<file path="src/logic/tile_pkg.sv">
// shared geometry, widths and beat/result structs for the tile statistics datapath and its testbench
package tile_pkg;

  // ------------------------------------------------------------
  // image geometry
  // ------------------------------------------------------------
  // fixed 8x8 raster keeps simulation short
  localparam int active_w = 8;
  localparam int active_h = 8;
  localparam int x_w      = 3;
  localparam int y_w      = 3;

  // 4x4 tiles
  localparam int tile_shift = 2;
  localparam int tiles_x    = active_w >> tile_shift;
  localparam int tile_col_w = x_w - tile_shift;
  localparam int tile_row_w = y_w - tile_shift;

  // ------------------------------------------------------------
  // datapath widths
  // ------------------------------------------------------------
  localparam int pix_w = 8;
  // 16 pixels of 255 need 12 bits
  localparam int sum_w       = 12;
  localparam int frame_cnt_w = 16;

  // tagged pixel from the coordinate counter
  typedef struct packed {
    logic [x_w-1:0]   x;
    logic [y_w-1:0]   y;
    logic [pix_w-1:0] data;
    logic             tile_first;
    logic             tile_last;
    logic             frame_last;
  } pix_beat_t;

  // one finished tile
  typedef struct packed {
    logic [tile_row_w-1:0] tile_i;
    logic [tile_col_w-1:0] tile_j;
    logic [sum_w-1:0]      sum;
  } tile_result_t;

  // frame controller states
  typedef enum logic [1:0] {st_idle, st_run, st_fault} frame_state_t;

endpackage
</file>
<file path="src/logic/tile_stats_top.sv">
// top level of the 4x4 tile statistics block, wiring coordinate counter, frame controller and accumulator
module tile_stats_top (
  input  logic                              clk,
  input  logic                              rst,
  // pixel input
  input  logic                              pix_valid,
  output logic                              pix_ready,
  input  logic [tile_pkg::pix_w-1:0]        pix_data,
  input  logic                              sof,
  // tile output
  output logic                              tile_valid,
  input  logic                              tile_ready,
  output tile_pkg::tile_result_t            tile,
  // status
  output logic                              frame_done,
  output logic [tile_pkg::frame_cnt_w-1:0]  frame_cnt,
  output logic                              fault
);
  import tile_pkg::*;

  // counter to accumulator
  logic      beat_valid;
  logic      beat_ready;
  pix_beat_t beat;

  // controller and counter side signals
  logic keep;
  logic halt;
  logic sof_err;
  logic frame_end;

  // ------------------------------------------------------------
  // coordinate tagging
  // ------------------------------------------------------------
  pixel_xy_counter i_counter (
    .clk        (clk),
    .rst        (rst),
    .pix_valid  (pix_valid),
    .pix_data   (pix_data),
    .sof        (sof),
    .keep       (keep),
    .halt       (halt),
    .pix_ready  (pix_ready),
    .beat_valid (beat_valid),
    .beat       (beat),
    .beat_ready (beat_ready),
    .sof_err    (sof_err),
    .frame_end  (frame_end)
  );

  // frame gating and fault
  frame_ctrl i_ctrl (
    .clk        (clk),
    .rst        (rst),
    .sof        (sof),
    .sof_err    (sof_err),
    .frame_end  (frame_end),
    .keep       (keep),
    .halt       (halt),
    .frame_done (frame_done),
    .fault      (fault),
    .frame_cnt  (frame_cnt)
  );

  // tile sums
  tile_accum i_accum (
    .clk        (clk),
    .rst        (rst),
    .beat_valid (beat_valid),
    .beat       (beat),
    .beat_ready (beat_ready),
    .tile_valid (tile_valid),
    .tile       (tile),
    .tile_ready (tile_ready)
  );

endmodule

</file>
<file path="src/logic/tile_accum.sv">
// sums the pixels of each 4x4 tile in per-column registers and emits one result per tile
module tile_accum (
  input  logic                    clk,
  input  logic                    rst,
  input  logic                    beat_valid,
  input  tile_pkg::pix_beat_t     beat,
  output logic                    beat_ready,
  output logic                    tile_valid,
  output tile_pkg::tile_result_t  tile,
  input  logic                    tile_ready
);
  import tile_pkg::*;

  // one running sum per tile column
  logic [sum_w-1:0] acc [tiles_x];

  logic                  pop;
  logic [tile_col_w-1:0] col;
  logic [tile_row_w-1:0] row;
  logic [sum_w-1:0]      base;
  logic [sum_w-1:0]      new_sum;

  // ------------------------------------------------------------
  // datapath
  // ------------------------------------------------------------
  // stall only while a finished tile waits on the output
  assign beat_ready = !tile_valid || tile_ready;
  assign pop        = beat_valid && beat_ready;

  always_comb begin
    // column and row of the tile this pixel belongs to
    col     = beat.x[x_w-1:tile_shift];
    row     = beat.y[y_w-1:tile_shift];
    // first pixel of a tile restarts the sum
    base    = beat.tile_first ? '0 : acc[col];
    new_sum = base + {{(sum_w - pix_w){1'b0}}, beat.data};
  end

  always_ff @(posedge clk) begin
    if (pop) begin
      acc[col] <= new_sum;
    end
  end

  // ------------------------------------------------------------
  // output register
  // ------------------------------------------------------------
  always_ff @(posedge clk) begin
    if (rst) begin
      tile_valid <= 1'b0;
    end else begin
      if (tile_valid && tile_ready) begin
        tile_valid <= 1'b0;
      end
      // a new tile may replace the one leaving this cycle
      if (pop && beat.tile_last) begin
        tile_valid <= 1'b1;
      end
    end
  end

  // payload held until tile_ready
  always_ff @(posedge clk) begin
    if (pop && beat.tile_last) begin
      tile.tile_i <= row;
      tile.tile_j <= col;
      tile.sum    <= new_sum;
    end
  end

endmodule

</file>
<file path="src/logic/frame_ctrl.sv">
// frame state machine that decides which pixels are kept, counts frames and latches the sof fault
module frame_ctrl (
  input  logic                              clk,
  input  logic                              rst,
  input  logic                              sof,
  input  logic                              sof_err,
  input  logic                              frame_end,
  output logic                              keep,
  output logic                              halt,
  output logic                              frame_done,
  output logic                              fault,
  output logic [tile_pkg::frame_cnt_w-1:0]  frame_cnt
);
  import tile_pkg::*;

  frame_state_t state;
  frame_state_t state_d;

  // a frame completes without a fault in the same cycle
  logic done_evt;

  // ------------------------------------------------------------
  // next state
  // ------------------------------------------------------------
  always_comb begin
    state_d  = state;
    done_evt = 1'b0;
    case (state)
      st_idle: begin
        if (sof_err) begin
          state_d = st_fault;
        end else if (sof) begin
          state_d = st_run;
        end
      end
      st_run: begin
        if (sof_err) begin
          state_d = st_fault;
        end else if (frame_end) begin
          done_evt = 1'b1;
          // the next frame's sof may already be on the input
          state_d  = sof ? st_run : st_idle;
        end
      end
      // sticky until reset
      st_fault: state_d = st_fault;
      default:  state_d = st_idle;
    endcase
  end

  // idle only lets a sof pixel through
  assign keep  = (state == st_run) || ((state == st_idle) && sof);
  assign fault = (state == st_fault);
  assign halt  = fault;

  always_ff @(posedge clk) begin
    if (rst) begin
      state      <= st_idle;
      frame_done <= 1'b0;
      frame_cnt  <= '0;
    end else begin
      state      <= state_d;
      frame_done <= done_evt;
      // counter moves together with the done pulse
      if (done_evt) begin
        frame_cnt <= frame_cnt + 1'b1;
      end
    end
  end

endmodule

</file>
<file path="src/logic/pixel_xy_counter.sv">
// tags each kept pixel with its x/y coordinate and tile flags, holding it in a one-entry skid buffer
module pixel_xy_counter (
  input  logic                        clk,
  input  logic                        rst,
  input  logic                        pix_valid,
  input  logic [tile_pkg::pix_w-1:0]  pix_data,
  input  logic                        sof,
  input  logic                        keep,
  input  logic                        halt,
  output logic                        pix_ready,
  output logic                        beat_valid,
  output tile_pkg::pix_beat_t         beat,
  input  logic                        beat_ready,
  output logic                        sof_err,
  output logic                        frame_end
);
  import tile_pkg::*;

  // last coordinate of a line and of a frame
  localparam logic [x_w-1:0] x_max = x_w'(active_w - 1);
  localparam logic [y_w-1:0] y_max = y_w'(active_h - 1);

  // next coordinate to hand out
  logic [x_w-1:0] x_r;
  logic [y_w-1:0] y_r;

  // low during reset so no pixel is taken in the reset cycle
  logic armed;

  logic fire_in;
  logic fire_out;
  logic push;
  logic at_origin;

  // coordinate of the incoming pixel and the step after it
  logic [x_w-1:0] x_cur;
  logic [y_w-1:0] y_cur;
  logic [x_w-1:0] x_next;
  logic [y_w-1:0] y_next;

  pix_beat_t beat_d;

  // build a beat and its tile/frame flags from a coordinate
  function automatic pix_beat_t make_beat(input logic [x_w-1:0]   bx,
                                          input logic [y_w-1:0]   by,
                                          input logic [pix_w-1:0] bd);
    pix_beat_t b;
    b.x          = bx;
    b.y          = by;
    b.data       = bd;
    // top-left pixel of a tile
    b.tile_first = (bx[tile_shift-1:0] == '0) && (by[tile_shift-1:0] == '0);
    // bottom-right pixel of a tile
    b.tile_last  = (&bx[tile_shift-1:0]) && (&by[tile_shift-1:0]);
    b.frame_last = (bx == x_max) && (by == y_max);
    return b;
  endfunction

  // ------------------------------------------------------------
  // handshake
  // ------------------------------------------------------------
  always_comb begin
    fire_out = beat_valid && beat_ready;
    // buffer empty or draining this cycle, and controller not faulted
    pix_ready = armed && !halt && (!beat_valid || fire_out);
    fire_in   = pix_valid && pix_ready;
    // dropped pixels are still consumed but never pushed
    push      = fire_in && keep;
    at_origin = (x_r == '0) && (y_r == '0);
  end

  // ------------------------------------------------------------
  // coordinate step
  // ------------------------------------------------------------
  always_comb begin
    // sof forces the pixel onto (0,0)
    x_cur = sof ? '0 : x_r;
    y_cur = sof ? '0 : y_r;
    if (x_cur == x_max) begin
      x_next = '0;
      // wrap from (7,7) back to the origin
      y_next = (y_cur == y_max) ? '0 : y_cur + 1'b1;
    end else begin
      x_next = x_cur + 1'b1;
      y_next = y_cur;
    end
    beat_d = make_beat(x_cur, y_cur, pix_data);
  end

  // kept sof while the frame is still running
  assign sof_err   = push && sof && !at_origin;
  // last pixel of the frame leaves for the accumulator
  assign frame_end = fire_out && beat.frame_last;

  // ------------------------------------------------------------
  // control state
  // ------------------------------------------------------------
  always_ff @(posedge clk) begin
    if (rst) begin
      armed      <= 1'b0;
      beat_valid <= 1'b0;
      x_r        <= '0;
      y_r        <= '0;
    end else begin
      armed <= 1'b1;
      if (push) begin
        // coordinate advances on every kept input
        x_r        <= x_next;
        y_r        <= y_next;
        // stays full even when popped in the same cycle
        beat_valid <= 1'b1;
      end else if (fire_out) begin
        beat_valid <= 1'b0;
      end
    end
  end

  // skid buffer payload
  always_ff @(posedge clk) begin
    if (push) begin
      beat <= beat_d;
    end
  end

endmodule

</file>
<file path="config.mk">
export PLATFORM = sky130hd
export DESIGN_NAME = tile_stats_top
export DESIGN_NICKNAME = d
export VERILOG_FILES = /design/src/logic/tile_pkg.sv /design/src/logic/tile_stats_top.sv /design/src/logic/tile_accum.sv /design/src/logic/frame_ctrl.sv /design/src/logic/pixel_xy_counter.sv
export SDC_FILE = /design/constraint.sdc
export NUM_CORES = 1
export LEC_CHECK = 0
export ABC_CLOCK_PERIOD_IN_PS = 3000
export BUFFER_PORTS_ARGS = -buffer_cell sky130_fd_sc_hd__buf_2
export CAP_MARGIN = 20
export CORE_MARGIN = 10
export CORE_UTILIZATION = 46
export CTS_CLUSTER_SIZE = 20
export DETAILED_ROUTE_END_ITERATION = 10
export PLACE_DENSITY = 0.69
export SYNTH_ARGS = -nofsm -noshare
export SYNTH_HDL_FRONTEND = slang
export SYNTH_SLANG_ARGS = --single-unit
</file>
<file path="constraint.sdc">
create_clock -name clk -period 3 [get_ports clk]
set_clock_uncertainty 0.15 [all_clocks]
set_input_delay 0.45 -clock clk [delete_from_list [all_inputs] [get_ports clk]]
set_output_delay 0.45 -clock clk [all_outputs]
set_load 0.01 [all_outputs]
</file>
==> metrics.txt, run 1 <==
Setup TNS Final=0 ns; syn nets=323; Fin Hold WS=0.129 ns; Ys Warns=0; Die Width=108 µm; H-tree depth=3; CTS max path bufs=2; Die H=108 µm; Peak VDD IR=0.000213 V; initial antenna violation count=0; remaining antenna violation count=0; Data required, critical path=2.93 ns; area leader, netlist=edfxtp_1; Synth area leaders=edfxtp_1 (43%), dfxtp_1 (16%), ha_1 (5.2%); CTS Hold Bufs=0; placed cell count=439; post_cts resized=0; RSZ-0062 raised after global routing=false; final hold vios=0; CTS root buf=clkbuf_8; Final min period=2.71 ns; layout cell share with drive strength beyond 1=21.2%; final WL=6980 µm; leakage power=1.63 nW; Peak Freq=0.369 GHz; Tcrit/Tclk final=90.4%; commonest cells in the netlist=edfxtp_1 (51), nor2_1 (30), dfxtp_1 (29); global-route wire length before repair=11,800 µm; pin count of the biggest net entering global routing=28; status=finished, final reports clean; Non-Filler Instances=455; router iterations before antenna repair=4; most frequent cell after synthesis=edfxtp_1; Primary FF master, synth=edfxtp_1; Setup Fix Bufs, Post-CTS=0; Seq/Total Area, Yosys=58.7%; final setup violation count=0; Core Area=7650 µm²; Critical Path Start Type=flop; Hold WC Path Type=primary input to flop; area grow syn2layout=15.5%; via count=2,378; Worst-Margin Slew=0.641 ns; fin nets=377; placed cell areas=3970 µm²; floorplan row count=32; Max-Cap Viols=0; Post-DP HPWL=4990 µm; vias in the first global route=2,422; # diodes=0; CTS Buf Count=9; CTS tree=done; critical path endpoint category=flop; Initial Util=47.0%; design area=4160 µm²; pwr dens=506 nW/µm²; synth unique cells=49; fillers=676; initial DRC count=108; synthesized cell area=3600 µm²; crit path DAT=2.64 ns; die area=11,800 µm²; Worst Path Max Fanout=6; Routed WL per cell=15.3 µm; total clock sinks=80; Post-Synthesis Cells=294; #FFs+latches synth=80; detailed-route vias per instance=5.23; max-slew violation count=0; total global-route track usage=12.6%; Post-synth EDFFs=51; ys async rst share=0%; Slew HR=57.2%; drt drc=0; area share of the leading cell type in the synthesized netlist=42.6%; hold_sp=pix_data[2]; clock-pin slew of the registers on the worst-case setup and hold paths=0.08 ns; IO Port Bufs=46; Top Ports=47; WS Path Type=flop to flop; synthesized area per cell=12.2 µm²; global route overflow=0; clock latency at the later pin of the worst-skew pair=0.34 ns; GP Congestion=0.788
[cell families (layout without fill, tap and decap cells)]
group                    after synthesis  in the layout  share of synthesized area, %
XOR/XNOR                              17             17                          4.14
adder cells (fa/ha/maj)               16             16                          5.77
AND/OR/NAND/NOR                       93             93                          14.0
AO/OA/AOI/OAI                         52             52                          10.4
buffers and inverters                 18             77                          1.88
flip-flops                            80             80                          58.7
multiplexers                          18             18                          5.15
[layer usage]
metal	share of wire (%)	global-route usage (%)	wire length (µm)	vias to the layer above
li1	-	-	-	1201
met1	45	14.6	3150	1126
met2	49	21.4	3400	45
met3	5.2	4.88	364	6
met4	0.85	3.58	59	0
met5	0	0	0	-
[final timing paths]
kind,endpoint,slack [ns],cells past startpoint
setup / recovery,i_accum.tile[10]$_DFFE_PP_,0.29,9
hold / removal,i_counter.beat[5]$_DFFE_PP_,0.13,1
setup reg to reg,i_accum.tile[10]$_DFFE_PP_,0.29,9
hold reg to reg,i_accum.tile[13]$_DFFE_PP_,0.28,0
[critical path, cell delays in order (launching register included)]
cell and delay, ns:
dfxtp_1 0.37, buf_4 0.20, mux2i_1 0.22, nor2_1 0.09, fa_1 0.44, a211oi_1 0.37
o21bai_1 0.12, a21oi_1 0.23, nor2b_1 0.09, xor2_1 0.16
[through the flow]
stage	power (mW)	setup WS, ns	util (%)
final	2.10	0.289	54.4
after global routing	2.18	0.0947	54.4
after CTS	2.13	0.255	54.4
after detailed placement	1.37	0.275	51.9
after global placement	1.37	0.381	51.9
after floorplan	1.33	0.160	-
[flip-flops by register name (all words and copies together), names as in the netlist, named ones only]
signal / cells
i_counter.beat: 13
i_ctrl.frame_done: 1
i_counter.y_r: 3
i_ctrl.frame_cnt: 16
i_accum.acc: 24
i_ctrl.state: 2
i_accum.tile_valid: 1
i_counter.beat_valid: 1
i_counter.armed: 1
i_accum.tile: 14
i_counter.x_r: 3
[cells in the final DEF, fill, tap and decap left out, drive strengths merged, types with 4 or more instances in the layout]
cell type,instances
a21oi,18
and2,4
buf,51
clkbuf,10
clkinv,4
dfxtp,29
edfxtp,51
ha,15
inv,10
mux2,4
mux2i,14
nand2,8
nand2b,7
nand3,9
nor2,30
nor2b,7
o21ai,8
or3,6
xnor2,11
xor2,6
[final cells by class]
type                            count  area, µm²  area share [%]
Sequential cell                    80       2110            50.8
Inverter                           10       37.5           0.903
Clock buffer                       10        128            3.07
Multi-Input combinational cell    196       1420            34.3
Clock inverter                      6       60.1            1.44
Timing Repair Buffer               51        268            6.44
Tap cell                          102        128            3.07
[where the power goes]
part	internal [mW]	switching, mW
Sequential	1.20	0.0121
Clock	0.381	0.379
Combinational	0.0548	0.0802
Note: power is estimated with default switching activity, not from simulation.
==> run 2, diff against run 1 <==
--- a/config.mk
+++ b/config.mk
@@ -8,11 +8,14 @@
 export ABC_CLOCK_PERIOD_IN_PS = 3000
 export BUFFER_PORTS_ARGS = -buffer_cell sky130_fd_sc_hd__buf_2
 export CAP_MARGIN = 20
+export CELL_PAD_IN_SITES_DETAIL_PLACEMENT = 1
+export CELL_PAD_IN_SITES_GLOBAL_PLACEMENT = 2
 export CORE_MARGIN = 10
-export CORE_UTILIZATION = 46
+export CORE_UTILIZATION = 35
 export CTS_CLUSTER_SIZE = 20
 export DETAILED_ROUTE_END_ITERATION = 10
-export PLACE_DENSITY = 0.69
+export PLACE_DENSITY = 0.72
+export SKIP_CTS_REPAIR_TIMING = 1
 export SYNTH_ARGS = -nofsm -noshare
 export SYNTH_HDL_FRONTEND = slang
 export SYNTH_SLANG_ARGS = --single-unit
==> run 2 against run 1 <==
Effect of this change: register-to-register slack hardly changed; total power is 4.0% higher; hold slack worse by 0.017 ns; clock power is 11% higher; sequential cell count stayed put; setup slack worse by 0.0062 ns; critical path depth stayed put; routed wire length is 15% higher; non-clock buffer count stayed put; critical endpoint unchanged.
==> metrics.txt, run 2 (synthesis results as in run 1) <==
Top Ports=47 (unchanged); final hold vios=0 (unchanged); router iterations before antenna repair=4 (unchanged); max reg flops=24 (unchanged); Initial Util=36.3% (-11 points); status=finished, final reports clean; Peak VDD IR=0.000230 V (+8.2%); floorplan row count=36 (+13%); CTS root buf=clkbuf_8; Slew HR=55.1% (-2.1 points); vias in the first global route=2,675 (+10%); Post-DP HPWL=5800 µm (+16%); worst-path cell chain=mux2i_1 > nor2_1 > ha_1 > fa_1 > a211oi_1 > o21bai_1 > a21oi_1 > nor2b_1 > xor2_1; Setup WS pre-CTS=0.286 ns (+0.0109 ns); Data required, critical path=2.94 ns (about the same); Die H=121 µm (+12%); Critical Path Start Type=flop; CTS max path bufs=2 (unchanged); Final min period=2.72 ns (+0.00618 ns); drt drc=0 (unchanged); via count=2,407 (+1.2%); commonest non-fill, non-tap cell in the layout=edfxtp_1; Peak Freq=0.368 GHz (-0.23%); Non-Filler Instances=486 (+6.8%); GP Congestion=0.770 (-2.3%); total global-route track usage=11.6% (-1.0 points); Core Area=9910 µm² (+30%); max-slew violation count=0 (unchanged); fillers=1,096 (+62%); RSZ-0062 raised after global routing=false; Slowest-stage cell, CP=fa_1; critical path endpoint category=flop; final WL=8020 µm (+15%); initial antenna violation count=0 (unchanged); total clock sinks=80 (unchanged); remaining antenna violation count=0 (unchanged); global route overflow=0 (unchanged); Max-Cap Viols=0 (unchanged); worst setup margin=0.283 ns (-0.00618 ns); CTS Buf Count=9 (unchanged); WS Path Type=flop to flop; IO Port Bufs=46 (unchanged); placed cell count=470 (+7.1%); clock latency at the later pin of the worst-skew pair=0.36 ns (+0.02 ns); final setup violation count=0 (unchanged); Tcrit/Tclk final=90.6% (+0.21 points); global-route wire length before repair=13,600 µm (+16%); layout cell share with drive strength beyond 1=21.8% (+0.57 points); Setup TNS Final=0 ns (unchanged); Worst Path Max Fanout=3 (-3); cell family with most CP delay=compound AO/OA/AOI/OAI gates; H-tree depth=3 (unchanged); crit path DAT=2.66 ns (+0.02 ns); CTS tree=done; die area=14,700 µm² (+25%); detailed-route vias per instance=4.95 (-5.2%); leakage power=1.64 nW (+0.48%); Multi-input gate area=1420 µm² (unchanged); commonest non-fill, non-tap cells in the layout=edfxtp_1 (51), buf_2 (46), nor2_1 (30), dfxtp_1 (29), a21oi_1 (17); Die Width=121 µm (+12%); post-layout util=42.6% (-12 points); initial DRC count=115 (+6.5%); Routed WL per cell=16.5 µm (+7.7%); # diodes=0 (unchanged); Top reg by flops=i_accum.acc; pin count of the biggest net entering global routing=28 (unchanged); Reg area=2110 µm² (unchanged); Worst-Margin Slew=0.672 ns (+0.0311 ns); buffers and inverters on the worst path=0 (-1); biggest regs=i_accum.acc: 24 flops, i_ctrl.frame_cnt: 16 flops, i_accum.tile: 14 flops; Hold WC Path Type=primary input to flop; Largest stage delay, worst path=0.43 ns (about the same); pwr dens=519 nW/µm² (+2.5%); area grow syn2layout=17.3%; Fin Hold WS=0.111 ns (-0.0173 ns); clock-pin slew of the registers on the worst-case setup and hold paths=0.09 ns (about the same); fin nets=377 (unchanged)
-- run 2: changes by cell type in the layout (fill, tap and decap cells not counted), sizes merged --
| cell | before | now |
|---|---|---|
| clkinv | 4 | 0 |
| clkinvlp | 1 | 2 |
| inv | 10 | 13 |
-- run 2: stage by stage --
step | cell area [µm²] | power (mW)
floorplan | 3600 | 1.33
global placement | 4010 | 1.37
detailed placement | 4010 | 1.38
CTS | 4220 | 2.22
global route | 4220 | 2.29
finish | 4220 | 2.19
-- run 2: routing by layer --
metal	track usage, %	up-vias	wire (µm)
met4	4.47	0	95
met2	19.2	39	3900
met3	3.44	9	338
li1	-	1190	-
met1	13.8	1169	3690
met5	0	-	0
-- run 2: area by class of cell --
| class | count | area share [%] |
|---|---|---|
| Clock inverter | 6 | 1.75 |
| Multi-Input combinational cell | 196 | 33.7 |
| Tap cell | 133 | 3.94 |
| Sequential cell | 80 | 50.1 |
| Clock buffer | 10 | 3.26 |
| Inverter | 10 | 0.890 |
| Timing Repair Buffer | 51 | 6.35 |
-- run 2: worst register-to-register path: stages (launching register included) --
cell and delay, ns:
dfxtp_1 0.38, mux2i_1 0.20, nor2_1 0.07, ha_1 0.22, fa_1 0.43, a211oi_1 0.39
o21bai_1 0.13, a21oi_1 0.23, nor2b_1 0.09, xor2_1 0.17
-- run 2: worst paths after layout --
path	cells past startpoint	start	to	slack, ns
min reg2reg	0	i_counter.beat[13]$_DFFE_PP_	i_accum.tile[13]$_DFFE_PP_	0.28
max reg2reg	9	flop	i_accum.tile[10]$_DFFE_PP_	0.28
max	9	flop	i_accum.tile[10]$_DFFE_PP_	0.28
min	1	pix_data[0]	i_counter.beat[3]$_DFFE_PP_	0.11
-- run 2: where the power goes --
group          leakage, nW  switching, mW  total (mW)  internal [mW]
sequential           0.700         0.0128        1.21           1.20
combinational        0.835         0.0829       0.138         0.0550
clock                0.101          0.422       0.841          0.419
